## src/pkt_fifo_cfg.svh

```systemverilog
`ifndef PKT_FIFO_CFG_SVH
`define PKT_FIFO_CFG_SVH

// --------------------
// storage geometry
// --------------------

// words of storage, power of two
`define PKT_FIFO_DEPTH 16

// bytes per beat
`define PKT_FIFO_DATA_BYTES 4

// --------------------
// packet limits
// --------------------

// longest packet kept, in beats
`define PKT_FIFO_MAX_BEATS 8

`endif

```

## src/pkt_fifo_pkg.sv

```systemverilog
`default_nettype none

package pkt_fifo_pkg;

`include "pkt_fifo_cfg.svh"

   localparam int PTR_W = $clog2(`PKT_FIFO_DEPTH);
   localparam int CNT_W = $clog2(`PKT_FIFO_DEPTH + 1);

   // --------------------
   // stream beat
   // --------------------
   typedef struct packed {
      logic [8*`PKT_FIFO_DATA_BYTES-1:0] data;
      logic [`PKT_FIFO_DATA_BYTES-1:0]   keep;
      logic                              last;  // end of packet
   } pkt_beat_t;

   typedef logic [PTR_W-1:0] ptr_t;  // storage address
   typedef logic [CNT_W-1:0] cnt_t;  // 0 .. depth

   // packet statistics
   typedef struct packed {
      logic [15:0] pkts_in;       // committed
      logic [15:0] pkts_dropped;  // discarded
   } pkt_fifo_stats_t;

   // strobes from control to storage
   typedef struct packed {
      logic wr;
      logic commit;
      logic rollback;
      logic rd;
   } mem_op_t;

endpackage

`default_nettype wire

```

## src/pkt_fifo.sv

```systemverilog
`timescale 1ns/1ps
`default_nettype none

module pkt_fifo
   import pkt_fifo_pkg::*;
(
   input  logic            axi4s_out,
   input  logic            arst_n,
   input  logic            in_valid,
   input  pkt_beat_t       in_beat,
   output logic            out_valid,
   input  logic            out_ready,
   output pkt_beat_t       out_beat,
   output pkt_fifo_stats_t stats,
   output logic            oflow
);

   logic    over_len;
   mem_op_t op;
   cnt_t    free;
   cnt_t    pkts_ready;
   logic    commit_pulse;
   logic    drop_pulse;

   // --------------------
   // ingress side
   // --------------------
   pkt_len_check u_len_check (
      .axi4s_out (axi4s_out),
      .arst_n    (arst_n),
      .in_valid  (in_valid),
      .in_last   (in_beat.last),
      .sop       (),  // control needs only last
      .over_len  (over_len)
   );

   pkt_fifo_ctrl u_ctrl (
      .axi4s_out    (axi4s_out),
      .arst_n       (arst_n),
      .in_valid     (in_valid),
      .in_last      (in_beat.last),
      .over_len     (over_len),
      .free         (free),
      .pkts_ready   (pkts_ready),
      .out_ready    (out_ready),
      .op           (op),
      .out_valid    (out_valid),
      .commit_pulse (commit_pulse),
      .drop_pulse   (drop_pulse)
   );

   // --------------------
   // storage and stats
   // --------------------
   pkt_fifo_mem u_mem (
      .axi4s_out  (axi4s_out),
      .arst_n     (arst_n),
      .op         (op),
      .wr_beat    (in_beat),
      .rd_beat    (out_beat),  // fwft head
      .free       (free),
      .pkts_ready (pkts_ready)
   );

   pkt_fifo_stats u_stats (
      .axi4s_out    (axi4s_out),
      .arst_n       (arst_n),
      .commit_pulse (commit_pulse),
      .drop_pulse   (drop_pulse),
      .stats        (stats),
      .oflow        (oflow)
   );

endmodule

`default_nettype wire

```

## src/pkt_fifo_ctrl.sv

```systemverilog
`timescale 1ns/1ps
`default_nettype none

module pkt_fifo_ctrl
   import pkt_fifo_pkg::*;
(
   input  logic    axi4s_out,
   input  logic    arst_n,
   input  logic    in_valid,
   input  logic    in_last,
   input  logic    over_len,
   input  cnt_t    free,
   input  cnt_t    pkts_ready,
   input  logic    out_ready,
   output mem_op_t op,
   output logic    out_valid,
   output logic    commit_pulse,
   output logic    drop_pulse
);

   logic dropping;  // rest of packet is ignored
   logic accept;    // beat belongs to a live packet
   logic fail;      // beat kills its packet

   // --------------------
   // discard rule
   // --------------------
   assign accept = in_valid && !dropping;
   assign fail   = accept && ((free == '0) || over_len);

   // ignore beats up to and including last of a failed packet
   always_ff @(posedge axi4s_out or negedge arst_n) begin
      if (!arst_n) begin
         dropping <= 1'b0;
      end else if (in_valid) begin
         if (in_last)
            dropping <= 1'b0;  // failing last beat ends it too
         else if (fail)
            dropping <= 1'b1;
      end
   end

   // --------------------
   // ingress strobes
   // --------------------
   assign op.wr       = accept && !fail;
   assign op.commit   = accept && !fail && in_last;  // with the last write
   assign op.rollback = fail;

   // one of each per packet
   assign commit_pulse = op.commit;
   assign drop_pulse   = fail;

   // --------------------
   // egress
   // --------------------
   // whole packets only
   assign out_valid = (pkts_ready != '0);
   assign op.rd     = out_valid && out_ready;

endmodule

`default_nettype wire

```

## src/pkt_fifo_mem.sv

```systemverilog
`timescale 1ns/1ps
`default_nettype none

`include "pkt_fifo_cfg.svh"

module pkt_fifo_mem
   import pkt_fifo_pkg::*;
(
   input  logic      axi4s_out,
   input  logic      arst_n,
   input  mem_op_t   op,
   input  pkt_beat_t wr_beat,
   output pkt_beat_t rd_beat,
   output cnt_t      free,
   output cnt_t      pkts_ready
);

   pkt_beat_t mem [`PKT_FIFO_DEPTH];

   ptr_t wr_ptr;    // next word to write
   ptr_t cmt_ptr;   // first word of the open packet
   ptr_t rd_ptr;    // head of the queue
   cnt_t open_cnt;  // words of the open packet
   cnt_t used_cnt;  // committed words not yet read
   cnt_t pkt_cnt;   // committed packets not yet fully read

   ptr_t wr_ptr_nxt;
   cnt_t open_nxt;

   assign wr_ptr_nxt = wr_ptr + ptr_t'(op.wr);
   assign open_nxt   = open_cnt + cnt_t'(op.wr);

   // --------------------
   // storage array
   // --------------------
   always_ff @(posedge axi4s_out) begin
      if (op.wr) mem[wr_ptr] <= wr_beat;
   end

   assign rd_beat = mem[rd_ptr];  // first word fall through

   // --------------------
   // pointers and counts
   // --------------------
   always_ff @(posedge axi4s_out or negedge arst_n) begin
      if (!arst_n) begin
         wr_ptr   <= '0;
         cmt_ptr  <= '0;
         rd_ptr   <= '0;
         open_cnt <= '0;
         used_cnt <= '0;
         pkt_cnt  <= '0;
      end else begin
         if (op.rollback) begin
            wr_ptr   <= cmt_ptr;  // forget the open packet
            open_cnt <= '0;
         end else if (op.commit) begin
            wr_ptr   <= wr_ptr_nxt;
            cmt_ptr  <= wr_ptr_nxt;  // includes the last beat written now
            open_cnt <= '0;
         end else begin
            wr_ptr   <= wr_ptr_nxt;
            open_cnt <= open_nxt;
         end

         if (op.rd) rd_ptr <= rd_ptr + ptr_t'(1);

         used_cnt <= used_cnt + (op.commit ? open_nxt : cnt_t'(0)) - cnt_t'(op.rd);
         pkt_cnt  <= pkt_cnt + cnt_t'(op.commit) - cnt_t'(op.rd && rd_beat.last);
      end
   end

   // open words count as used
   assign free       = cnt_t'(`PKT_FIFO_DEPTH) - used_cnt - open_cnt;
   assign pkts_ready = pkt_cnt;

endmodule

`default_nettype wire

```

## src/pkt_fifo_stats.sv

```systemverilog
`timescale 1ns/1ps
`default_nettype none

module pkt_fifo_stats
   import pkt_fifo_pkg::*;
(
   input  logic            axi4s_out,
   input  logic            arst_n,
   input  logic            commit_pulse,
   input  logic            drop_pulse,
   output pkt_fifo_stats_t stats,
   output logic            oflow
);

   // --------------------
   // packet counters
   // --------------------
   // both saturate at all ones
   always_ff @(posedge axi4s_out or negedge arst_n) begin
      if (!arst_n) begin
         stats <= '0;
      end else begin
         if (commit_pulse && (stats.pkts_in != '1))
            stats.pkts_in <= stats.pkts_in + 16'd1;
         if (drop_pulse && (stats.pkts_dropped != '1))
            stats.pkts_dropped <= stats.pkts_dropped + 16'd1;
      end
   end

   // one cycle after the failing beat
   always_ff @(posedge axi4s_out or negedge arst_n) begin
      if (!arst_n)
         oflow <= 1'b0;
      else
         oflow <= drop_pulse;
   end

endmodule

`default_nettype wire

```

## src/pkt_len_check.sv

```systemverilog
`timescale 1ns/1ps
`default_nettype none

`include "pkt_fifo_cfg.svh"

module pkt_len_check (
   input  logic axi4s_out,
   input  logic arst_n,
   input  logic in_valid,
   input  logic in_last,
   output logic sop,
   output logic over_len
);

   // counts to one past the limit, then holds
   localparam int LEN_W = $clog2(`PKT_FIFO_MAX_BEATS + 2);
   localparam logic [LEN_W-1:0] LEN_MAX = LEN_W'(`PKT_FIFO_MAX_BEATS);

   logic [LEN_W-1:0] beat_cnt;  // beats seen before the current one

   assign sop      = in_valid && (beat_cnt == '0);
   assign over_len = in_valid && (beat_cnt == LEN_MAX);  // beat number max+1

   // --------------------
   // beat position
   // --------------------
   always_ff @(posedge axi4s_out or negedge arst_n) begin
      if (!arst_n) begin
         beat_cnt <= '0;
      end else if (in_valid) begin
         if (in_last) begin
            beat_cnt <= '0;  // next beat starts a packet
         end else if (sop) begin
            beat_cnt <= LEN_W'(1);
         end else if (beat_cnt <= LEN_MAX) begin
            beat_cnt <= beat_cnt + LEN_W'(1);  // stops past the limit
         end
      end
   end

endmodule

`default_nettype wire

```

## config.mk

```make
export PLATFORM = sky130hd
export DESIGN_NAME = pkt_fifo
export DESIGN_NICKNAME = d
export VERILOG_FILES = /design/src/pkt_fifo_pkg.sv /design/src/pkt_fifo.sv /design/src/pkt_fifo_ctrl.sv /design/src/pkt_fifo_mem.sv /design/src/pkt_fifo_stats.sv /design/src/pkt_len_check.sv
export VERILOG_INCLUDE_DIRS = /design/src
export SDC_FILE = /design/constraint.sdc
export NUM_CORES = 1
export LEC_CHECK = 0
export BUFFER_PORTS_ARGS = -buffer_cell sky130_fd_sc_hd__buf_2
export CAP_MARGIN = 20
export CORE_MARGIN = 3
export CORE_UTILIZATION = 55
export CTS_CLUSTER_SIZE = 28
export DETAILED_ROUTE_END_ITERATION = 10
export GPL_TIMING_DRIVEN = 1
export PLACE_DENSITY = 0.86
export SKIP_LAST_GASP = 1
export SLEW_MARGIN = 0
export SYNTH_ARGS = -nofsm -noshare
export SYNTH_HDL_FRONTEND = slang
export SYNTH_SLANG_ARGS = --single-unit
```

## constraint.sdc

```tcl
create_clock -name axi4s_out -period 6.4 [get_ports axi4s_out]
set_input_delay 1.28 -clock axi4s_out [delete_from_list [all_inputs] [get_ports axi4s_out]]
set_output_delay 1.28 -clock axi4s_out [all_outputs]
set_load 0.02 [all_outputs]
```

Word level (Yosys, flattened, before mapping). Memory sizes are Yosys's and may differ from the RTL's. Index checks and enable logic that the tools add are counted.

Muxes and demuxes: 11. Bitwise logic cells: 1. Add/subtract/negate cells: 12. Equality and inequality tests: 3. Magnitude comparators: 1. Reduce and logical (&&, ||, !) cells: 21.

Operators with widths (count): adder 16 x 1 -> 16 bit, second input constant (2); != test 16 bit, second input constant (2); 2-to-1 mux 4 bit (4); 2-to-1 mux 5 bit (3); adder 5 x 1 -> 5 bit (2); logical AND 1 bit (10); subtractor 5 x 1 -> 5 bit (2); adder 4 x 1 -> 4 bit, second input constant (2); AND reduction 2 bit (3); adder 5 bit (1); zero test 5 bit (1); nonzero test 5 bit (1); subtractor 5 bit (1); subtractor 5 bit, first input constant (1); adder 4 x 1 -> 4 bit (1); == test 4 bit, second input constant (1); less-or-equal comparator 4 bit, second input constant (1); zero test 4 bit (1); 2-to-1 mux 1 bit (4); nonzero test 3 bit (1); zero test 1 bit (2); nonzero test 2 bit (1); logical OR 1 bit (1); NOT 1 bit (1).

Word-level logic and storage cells: 61. Input bits: 41. Register bits: 65. Memory bits (writable): 592. Memories kept: 1.

Memory list: u_mem.mem (depth 16, bits a word 37, read ports 1, clocked after Yosys merged registers in 0, write ports 1, RTL line pkt_fifo_mem.sv:18) `` pkt_beat_t mem [`PKT_FIFO_DEPTH]; ``.

Longest topological paths before layout. Gate-level depths: netlist of run 1.

Word-level depth: 11. Gate-level depth with buffers: 19. Mapped depth without buffers: 18.

Hierarchy. Synthesis of run 1 repeated with hierarchy kept, for this count alone.

Cells, all modules: 1279. Area, all modules: 25902.3 um^2.

Modules (own cells, without submodules): pkt_fifo_mem (area an instance 23864.1 um^2, cells an instance 1080, instances 1, seq. area each 18452.7 um^2); pkt_fifo_stats (area an instance 1607.8 um^2, cells an instance 149, instances 1, seq. area each 825.8 um^2); pkt_len_check (area an instance 292.8 um^2, cells an instance 33, instances 1, seq. area each 100.1 um^2); pkt_fifo_ctrl (area an instance 137.6 um^2, cells an instance 17, instances 1, seq. area each 25.0 um^2).

Least setup slack after synthesis of run 1. OpenSTA, ideal clock, no wires.

Path type: input port to flip-flop. Start: input in_valid. End: memory u_mem.mem[0][0] (netlist name), enable pin. Path buffers: 2. Stages on the path: 5. Arrival: 5.769 ns. Slack: 0.107 ns. Cell sequence: or2b_2 > buf_4 > or3_1 > clkbuf_1 > nor4_1.

Word-level cells in the longest chain between the ends: 7. Elaborated cells on any way between the ends: 8. Those cells by class: 2 x mux; 6 x reduce/logical.

Ends and longest elaborated chain: from (decl) (RTL line pkt_fifo.sv:9) `input logic in_valid,`; logical AND 1 bit (RTL line pkt_len_check.sv:22) `assign over_len = in_valid && (beat_cnt == LEN_MAX);`; logical OR 1 bit (RTL line pkt_fifo_ctrl.sv:29) `assign fail = accept && ((free == '0) || over_len);`; logical AND 1 bit (RTL line pkt_fifo_ctrl.sv:29); zero test 1 bit (RTL line pkt_fifo_ctrl.sv:46) `assign op.wr = accept && !fail;`; logical AND 1 bit (*) (RTL line pkt_fifo_ctrl.sv:46); 2-to-1 mux 1 bit (*) (RTL line pkt_fifo_mem.sv:37) `if (op.wr) mem[wr_ptr] <= wr_beat;`; 2-to-1 mux 1 bit (not written as such) (*) (RTL line pkt_fifo_mem.sv:37); to (decl) (RTL line pkt_fifo_mem.sv:18).

Mark *: on every way between the ends. The rest lies on a longest branch, timed or not.

==> flow_summary.toml, run 1 <==
[worst_hold_path]
hold_depth = 2
hp-class = "reg -> reg"
min_delay_worst_endpoint = "u_mem.cmt_ptr[1]"
worstHoldStart = "u_mem.cmt_ptr[1]"

[sta]
setup_ws_ns = 1.76
setup-tns-final_ns = 0
fmax_mhz = 215
fin_crit_ns = 4.64
fin_crit_sh_pct = 72.5
worstMarginPinSlew_ns = 1.03
setup_viol = 0
max-slew-margin-rel_pct = 31.0
rsz0062_at_grt = "no"
finClkSkew_ns = 0.0368
hold_violations = 0
holdWs_ns = 0.483
slew_viol_final = 0

[global_routing]
grt_first_pass_wirelength_um = 88400
grt_pass1_vias = 13561
grt_overflow = 0
grt_max_degree = 66
antenna_found_initial = 7
track_usage_pct = 24.5

[power_and_ir_drop]
p_per_area_nw_per_um2 = 456
swShare_pct = 31.2
peakVddDrop_mv = 0.300
pwr-share-clk_pct = 28.0
internal_power_mw = 9.23
p_leak_nw = 10.0
combPwrFrac_pct = 30.0
p_sw_mw = 4.19
p_seq_share_pct = 42.0
p_total_mw = 13.4

[logic_synthesis]
synthArstFlopShare_pct = 9.89
ys_warn_count = 0
synth_area_leaders = "edfxtp_1 69%, mux4_2 16%, dfrtp_1 6.3%"
netlist.top_cell.by_area = "edfxtp_1"
yosys_register_bits = 657
ys_types = 51
synth_top_area_share_pct = 68.6
synth_edf_count = 592
synthCells = 1203
synth_ff_type = "edfxtp_1"
syn_area_per_cell_um2 = 21.5
synthesis.area_um2 = 25900
seq_area_frac_synth_pct = 74.9
syn_nets = 1275

[clock_tree]
cts_tree = "yes"
cts_sinks = 657
cts.clk_slew.worst_paths_ns = 0.06
cts-root-buf = "clkbuf_16"
cts_resized = 0
cts_made_buffers = 66
h-tree-depth = 3
cts_hold_buf = 0
postCtsSetupBuffers = 0
cts_buffer_depth = 3
clkLatencyLatePin_ns = 0.61

[critical_path]
cp-start-kind = "flip-flop"
path_class = "reg -> out"
crit_path_end_kind = "primary output"
reg2reg_to = "u_mem.mem[6][6]"
startpoint = "u_mem.rd_ptr[1]"
worstPathRequired_ns = 5.12
r2r_slack_ns = 1.78
cp_max_fo = 65
rr_worst_depth = 11
r2r-start = "u_mem.open_cnt[1]"
crit_arrival_ns = 3.36

[cells_and_area]
finalNonFillerCells = 2010
synthToLayoutAreaGrowth_pct = 13.6
drive_above_1_share_pct = 32.8
nNetsFinal = 1428
final_core_util_pct = 64.1
final_area_um2 = 29400
fillers = 2870

[floorplan]
rows = 78
die_area_um2 = 49800
start_util_pct = 56.4
ios = 112
die_h_um = 223
coreArea_um2 = 46000
dieWidth_um = 223

[placed_design]
dp_slack_ns = 1.83
port_buffers = 111
gp_congestion = 0.807
post-place-cells = 1888
placed_area_um2 = 27400
hpwl_um = 30800

[route]
drt_first_pass_iters = 5
ant_nets = 0
drt_wl_total_um = 60200
drc = 0
drt_iter0_markers = 1500
vias = 12932
wire_per_inst_um = 29.9
via_per_inst = 6.43

[outcome]
status = "finished clean"

[job]
drv_cap = 0
## worst max-delay path: stages (launching register included)
cell     delay [ns]
dfrtp_4        1.05
buf_4          0.55
mux4_2         0.43
mux4_2         0.56
buf_2          0.19
## logic make-up (layout without fill, tap and decap cells)
family | Yosys count | count (layout) | share of synthesized area, %
compound gates | 37 | 37 | 0.990
fa+ha+maj | 31 | 31 | 1.58
flops | 657 | 657 | 74.9
other cells | 0 | 3 | 0
xor+xnor | 44 | 44 | 1.54
simple gates | 142 | 142 | 2.92
mux | 195 | 195 | 16.5
buf+inv | 97 | 301 | 1.55
## cell type report
| cell class | count | area (um2) | share of cell area (%) |
|---|---|---|---|
| Clock inverter | 42 | 374 | 1.27 |
| Timing Repair Buffer | 144 | 828 | 2.81 |
| Inverter | 38 | 143 | 0.484 |
| Clock buffer | 77 | 1710 | 5.82 |
| Sequential cell | 657 | 19400 | 65.9 |
| Antenna cell | 3 | 7.51 | 0.0255 |
| Multi-Input combinational cell | 449 | 6210 | 21.1 |
| Tap cell | 600 | 751 | 2.55 |
## power groups by stage
stage          logic [mW]  registers, mW  clock network, mW
2_1_floorplan        3.06           5.43                  0
3_3_place_gp         3.88           5.65                  0
3_5_place_dp         4.00           5.69                  0
4_1_cts              4.08           5.63               3.81
5_1_grt              4.30           5.68               3.99
6_report             4.03           5.63               3.75
## Yosys cell counts (all sizes together) (4+ instances only)
library cell / count
nand3: 25
mux4: 185
nor3: 13
nor4: 7
a21oi: 14
buf: 26
a21o: 5
nor2: 23
and3: 14
mux2: 9
xnor2: 26
ha: 28
nand4: 11
dfrtp: 65
edfxtp: 592
nand2: 24
clkbuf: 33
inv: 38
o21ai: 4
nand2b: 4
xor2: 17
a31oi: 4
## flip-flops by register name, indices dropped and copies added, names as in the netlist, 4 cells and up
signal,flops
u_len_check.beat_cnt,4
u_mem.cmt_ptr,4
u_mem.mem,592
u_mem.open_cnt,5
u_mem.pkts_ready,5
u_mem.rd_ptr,4
u_mem.used_cnt,5
u_mem.wr_ptr,4
u_stats.stats,32
## worst max path at each step
stage / end / cells past startpoint / slack, ns
after floorplan: u_mem.mem[0][0] / 5 / 0.11
after global placement: u_mem.mem[6][4] / 5 / 1.99
after detailed placement: u_mem.mem[6][5] / 11 / 1.83
final: out_beat[3] / 4 / 1.76
after global routing: u_mem.mem[6][6] / 11 / 1.55
after CTS: out_beat[3] / 4 / 1.71
## routing by layer
| metal | routed length [um] | vias to the layer above | GRT usage [%] |
|---|---|---|---|
| li1 | - | 5267 | - |
| met1 | 21000 | 6775 | 30.4 |
| met2 | 31700 | 740 | 41.7 |
| met3 | 4920 | 142 | 5.39 |
| met4 | 2510 | 8 | 11.3 |
| met5 | 41 | - | 0 |
## cell usage in the layout (no fill, tap or decap), drive strengths merged, types with 4 or more instances in the layout
| cell | instances |
|---|---|
| mux4 | 185 |
| o21ai | 4 |
| nor2 | 23 |
| and3 | 14 |
| a21o | 5 |
| nor4 | 7 |
| edfxtp | 592 |
| clkbuf | 77 |
| inv | 42 |
| nor3 | 13 |
| xor2 | 17 |
| buf | 144 |
| a21oi | 14 |
| nand2b | 4 |
| mux2 | 9 |
| nand3 | 25 |
| dfrtp | 65 |
| ha | 28 |
| nand4 | 11 |
| clkinv | 31 |
| bufinv | 5 |
| nand2 | 24 |
| xnor2 | 26 |
| a31oi | 4 |
No activity file was read; power rests on OpenSTA's default activity.
==> inputs of run 2 (changes only) <==
ABC_AREA = 1   (was default)
CORE_UTILIZATION = 61   (was 55)
PLACE_DENSITY = 0.9   (was 0.86)
clock period = 4.8 ns   (was 6.4 ns; I/O delays follow)
==> run 2 against run 1 <==
Against the previous run:
- final area increased by 1.5%
- wire length rose by 10%
- global-route usage increased by 3.5 points
- final cell count increased by 38%
- sequential share of layout area shrank 0.97 points
- die area down 6.8%
- combinational power increased by 65%
- highest routed layer is now met4
- total power up 39%
- synthesized area rose by 3.2%
- setup slack got worse by 1.2 ns
- non-clock buffer count grew 2
==> flow_summary.toml, run 2 <==
[outcome]
status = "finished clean"

[cells_and_area]
largest_reg_flops = 592
mostFrequentLayoutCell = "edfxtp_1"
top_register = "u_mem.mem"
layout_common_cells = "592 x edfxtp_1, 328 x nor2_1, 311 x o21ai_0, 151 x nand2_1, 111 x buf_2"
top_regs = "u_mem.mem: 592 flops, u_stats.stats: 32 flops"
drive_above_1_share_pct = 13.2
synthToLayoutAreaGrowth_pct = 11.8
nNetsFinal = 2211

[global_routing]
antenna_found_initial = 1
grt_pass1_vias = 17957
grt_overflow = 0
grt_first_pass_wirelength_um = 101000
grt_max_degree = 299
track_usage_pct = 28.0

[power_and_ir_drop]
combPwrFrac_pct = 35.6
pwr-share-clk_pct = 25.5
p_seq_share_pct = 38.9
internal_power_mw = 11.5
p_sw_mw = 7.15
swShare_pct = 38.3
peakVddDrop_mv = 0.683
p_leak_nw = 10.3
p_per_area_nw_per_um2 = 624

[logic_synthesis]
ys_warn_count = 0
synth_top_family_by_area = "compound AO/OA/AOI/OAI gates"
synth_ff_type = "edfxtp_1"
synth_top_area_share_pct = 66.5
seq_area_frac_synth_pct = 72.6
synth-simple-area-share_pct = 9.64
yosys.cell_count.top_type = "edfxtp_1"
synth_edf_count = 592
ys_types = 39
synth_adder_area_share_pct = 1.54
synthCells = 2058
synthXorXnorAreaFrac_pct = 1.54
netlist.top_cell.by_area = "edfxtp_1"
synthMuxAreaShare_pct = 0
synthesis.area_um2 = 26700
syn_area_per_cell_um2 = 13.0
syn_nets = 2130
synthArstFlopShare_pct = 9.89
synth_commonest_cells = "592 x edfxtp_1, 343 x nor2_1, 311 x o21ai_0"
yosys_register_bits = 657
synth-compound-area-share_pct = 11.7
synth_area_leaders = "edfxtp_1 67%, dfrtp_1 6.1%, o21ai_0 5.8%"

[critical_path]
crit_path_max_incr_delay_ns = 0.79
setup.worst_path.end = "out_beat[12]"
r2r-start = "u_mem.open_cnt[1]"
cp-start-kind = "flip-flop"
rr_worst_depth = 19
r2r_slack_ns = 0.81
reg2reg_to = "u_mem.used_cnt[4]"
crit_path_end_kind = "primary output"
critPathSlowestCell = "buf_12"
worstPathRequired_ns = 3.84
startpoint = "u_mem.rd_ptr[0]"
path_class = "reg -> out"
cp_max_fo = 298
crit_chain = "buf_12, o21ai_0, o221ai_1, o211ai_1, nand2_1, buf_2"
crit_arrival_ns = 3.23

[floorplan]
rows = 76
die_area_um2 = 46400
dieWidth_um = 215
coreArea_um2 = 43200
die_h_um = 215
start_util_pct = 61.9
ios = 112

[clock_tree]
cts-root-buf = "clkbuf_16"
cts_tree = "yes"
h-tree-depth = 2
postCtsSetupBuffers = 0
clkLatencyLatePin_ns = 0.63
cts_made_buffers = 61
cts.clk_slew.worst_paths_ns = 0.06
cts_sinks = 657
cts_resized = 0
cts_buffer_depth = 3
cts_hold_buf = 0

[sta]
fin_crit_ns = 4.19
slew_viol_final = 0
hold_violations = 0
fmax_mhz = 238
setup_viol = 0
setup-tns-final_ns = 0
fin_crit_sh_pct = 87.4
holdWs_ns = 0.471
rsz0062_at_grt = "no"
max-slew-margin-rel_pct = 15.4
worstMarginPinSlew_ns = 1.27
finClkSkew_ns = 0.0159

[placed_design]
port_buffers = 111
gp_congestion = 0.865
hpwl_um = 35500

[route]
drt_iter0_markers = 2964
drt_wl_total_um = 66200
wire_per_inst_um = 23.9
ant_nets = 0
via_per_inst = 6.53
drt_first_pass_iters = 6
drc = 0
vias = 18114

[job]
drv_cap = 0

[worst_hold_path]
hp-class = "in -> async"
## run 2: cell count changes after synthesis, moves of 12 or more
cell	previous run	this run
nand3_1	25	69
o21ai_0	4	311
and3_1	12	0
nand2_2	0	15
inv_1	38	62
o221ai_1	0	108
mux4_2	185	0
nor2_1	23	343
o211ai_1	0	40
o22ai_1	2	40
clkbuf_1	33	95
nand2_1	24	151
## run 2: logic make-up (layout without fill, tap and decap cells)
family,count (synthesis),in the layout
flip-flops,657,657
buffers and inverters,195,323
XOR/XNOR,47,47
other,0,1
AND/OR/NAND/NOR,614,614
AO/OA/AOI/OAI,514,514
adder cells (fa/ha/maj),31,31
## run 2: cell type report
| cell class | count | area [um2] |
|---|---|---|
| Timing Repair Buffer | 146 | 893 |
| Clock inverter | 38 | 353 |
| Clock buffer | 72 | 1590 |
| Tap cell | 585 | 732 |
| Antenna cell | 1 | 2.50 |
| Sequential cell | 657 | 19400 |
| Inverter | 67 | 260 |
| Fill cell | 2610 | 13300 |
| Multi-Input combinational cell | 1206 | 6640 |
## run 2: how the worst min path moves through the flow
stage | cells past startpoint | slack [ns] | to | start
global placement | 2 | 0.47 | u_mem.wr_ptr[3] | u_mem.cmt_ptr[3]
finish | 1 | 0.47 | u_stats.stats[25] | arst_n
CTS | 1 | 0.48 | u_stats.stats[17] | arst_n
floorplan | 2 | 0.45 | u_mem.cmt_ptr[3] | u_mem.cmt_ptr[3]
global route | 2 | 0.51 | u_mem.cmt_ptr[3] | u_mem.cmt_ptr[3]
detailed placement | 2 | 0.47 | u_mem.cmt_ptr[3] | u_mem.cmt_ptr[3]
## run 2: layer usage
metal / vias up / share of wire (%) / routed length [um] / global-route usage (%)
li1: 7778 / - / - / -
met1: 8729 / 36 / 23900 / 37.2
met2: 1378 / 50 / 32800 / 46.6
met3: 229 / 11 / 6990 / 4.52
met4: 0 / 3.7 / 2470 / 12.2
met5: - / 0 / 0 / 0
## run 2: stage by stage
| step | utilization (%) | setup WS (ns) | power, mW | cell area (um2) | instances |
|---|---|---|---|---|---|
| 6_report | 69.2 | 0.607 | 18.7 | 29900 | 2772 |
| 5_1_grt | 69.2 | 0.459 | 19.5 | 29900 | 2771 |
| 4_1_cts | 69.2 | 0.661 | 18.6 | 29900 | 2770 |
| 3_5_place_dp | 64.7 | 0.831 | 13.8 | 27900 | 2660 |
| 3_3_place_gp | 64.7 | 0.936 | 13.4 | 27900 | 2660 |
| 2_1_floorplan | - | 0.664 | 11.7 | 26700 | 2058 |
## run 2: critical path, delay by kind of cell (launching register included)
kind,cells,cell delay (ns)
AO/OA/AOI/OAI,3,0.82
flip-flops,1,0.46
AND/OR/NAND/NOR,1,0.15
buffers and inverters,2,0.97
## run 2: power groups by stage
| stage | clock network [mW] | logic, mW | registers, mW |
|---|---|---|---|
| 2_1_floorplan | 0 | 4.39 | 7.26 |
| 3_3_place_gp | 0 | 6.09 | 7.30 |
| 3_5_place_dp | 0 | 6.42 | 7.34 |
| 4_1_cts | 4.79 | 6.55 | 7.24 |
| 5_1_grt | 5.01 | 7.18 | 7.30 |
| 6_report | 4.76 | 6.65 | 7.25 |
==> inputs of run 3 (changes only) <==
RECOVER_POWER = 100   (was default)
==> run 3 against run 2 <==
Against the previous run:
- the run now ends with max-capacitance violations, max-slew violations left
- die area unchanged
- first-iteration DRC count is 3.1% lower
- critical path depth rose by 6
- non-clock buffer count is the same
- final area is 0.97% lower
- clock-buffer cell count stayed put
- clock power about the same
- total power decreased by 0.83%
- maximum frequency down 3.7%
- via count about the same
==> flow_summary.toml, run 3 (synthesis results as in run 2) <==
[cells_and_area]
finalNonFillerCells = 2771
antenna_cells = 0
drive_above_1_share_pct = 7.41
top_regs = "u_mem.mem: 592 flops, u_stats.stats: 32 flops"
nNetsFinal = 2211
largest_reg_flops = 592
mostFrequentLayoutCell = "edfxtp_1"
synthToLayoutAreaGrowth_pct = 10.7
layout_common_cells = "592 x edfxtp_1, 335 x nor2_1, 315 x o21ai_0, 153 x nand2_1, 124 x clkbuf_1"
top_register = "u_mem.mem"

[clock_tree]
clkLatencyLatePin_ns = 0.62
cts_tree = "yes"
cts_buffer_depth = 3
cts_sinks = 657
cts_resized = 0
cts_hold_buf = 0
h-tree-depth = 2
postCtsSetupBuffers = 0
cts.clk_slew.worst_paths_ns = 0.06
cts-root-buf = "clkbuf_16"
cts_made_buffers = 61

[job]
drv_cap = 3

[floorplan]
die_h_um = 215
coreArea_um2 = 43200
rows = 76
dieWidth_um = 215
die_area_um2 = 46400
start_util_pct = 61.9
ios = 112

[route]
drt_first_pass_iters = 6
drt_iter0_markers = 2873
ant_nets = 0
drc = 0
drt_wl_total_um = 66200
vias = 18132
wire_per_inst_um = 23.9
via_per_inst = 6.54

[sta]
holdWs_ns = 0.483
fin_crit_ns = 4.35
max-slew-margin-rel_pct = -46.3
setup_ws_ns = 0.445
worstMarginPinSlew_ns = 2.19
fin_crit_sh_pct = 90.7
fmax_mhz = 230
setup-tns-final_ns = 0
rsz0062_at_grt = "no"
finClkSkew_ns = 0.0140
hold_violations = 0
setup_viol = 0
slew_viol_final = 89

[global_routing]
grt_overflow = 0
grt_first_pass_wirelength_um = 101000
grt_max_degree = 299
grt_pass1_vias = 17957
antenna_found_initial = 0
track_usage_pct = 28.0

[outcome]
status = "finished, violations left"
violations = "max-capacitance violations, max-slew violations"

[critical_path]
cp_max_fo = 27
path_class = "reg -> reg"
crit_path_end_kind = "flip-flop"
crit_arrival_ns = 4.62
worstPathRequired_ns = 5.06
cp-start-kind = "flip-flop"

[power_and_ir_drop]
p_per_area_nw_per_um2 = 625
peakVddDrop_mv = 0.680
p_leak_nw = 9.95

[placed_design]
dp_slack_ns = 0.831
port_buffers = 111
gp_congestion = 0.865
hpwl_um = 35500
post-place-cells = 2660

[worst_hold_path]
hp-class = "reg -> reg"
run 3: cell count changes in the layout (fill, tap and decap cells not counted), sizes merged:
cell | previous run | this run
diode | 1 | 0
inv | 67 | 68
clkinv | 31 | 30
buf | 146 | 23
clkbuf | 72 | 195
run 3: path summary, 6_finish.rpt:
check,start,end,slack [ns],cells after the start
setup / recovery,u_mem.open_cnt[1],u_mem.mem[12][27],0.45,12
hold / removal,u_mem.cmt_ptr[3],u_mem.wr_ptr[3],0.48,2
setup reg to reg,u_mem.open_cnt[1],u_mem.mem[12][27],0.45,12
hold reg to reg,u_mem.cmt_ptr[3],u_mem.wr_ptr[3],0.48,2
max in group asynchronous,arst_n,u_stats.stats[1],1.52,2
min in group asynchronous,arst_n,u_stats.stats[25],0.98,1
run 3: area by class of cell:
type | instances | area [um2]
repair buffers | 146 | 696
fillers | 2710 | 13600
flip-flops and latches | 657 | 19400
inverters | 67 | 259
clock buffers | 72 | 1590
well taps | 585 | 732
multi-input cells | 1206 | 6550
clock inverters | 38 | 353
run 3: critical path, stage by stage, from the launching register on:
cell and delay, ns:
dfrtp_1 0.40, ha_1 0.29, inv_1 0.04, ha_1 0.21, fa_1 0.54, nor3_1 0.05, and2_0 0.15, nand3_1 0.23
nand3_4 0.15, inv_1 0.10, nand3_1 0.18, nor2_1 1.04, buf_4 0.59
run 3: stage by stage:
step	util (%)	area, um2	power (mW)
detailed placement	64.7	27900	13.8
CTS	69.2	29900	18.6
finish	68.6	29600	18.5
global placement	64.7	27900	13.4
floorplan	-	26700	11.7
global route	68.6	29600	19.3
run 3: metal layers:
metal | wire length (um) | track usage, % | up-vias
met5 | 0 | 0 | -
met4 | 2450 | 12.2 | 0
met3 | 6880 | 4.52 | 218
met2 | 33000 | 46.6 | 1382
met1 | 23900 | 37.2 | 8754
li1 | - | - | 7778
run 3: where the power goes:
group / switching [mW] / leakage (nW) / total, mW / internal (mW)
clock: 2.08 / 0.963 / 4.76 / 2.68
sequential: 0.318 / 6.18 / 7.27 / 6.95
combinational: 4.72 / 2.80 / 6.48 / 1.76
total: 7.12 / 9.95 / 18.5 / 11.4
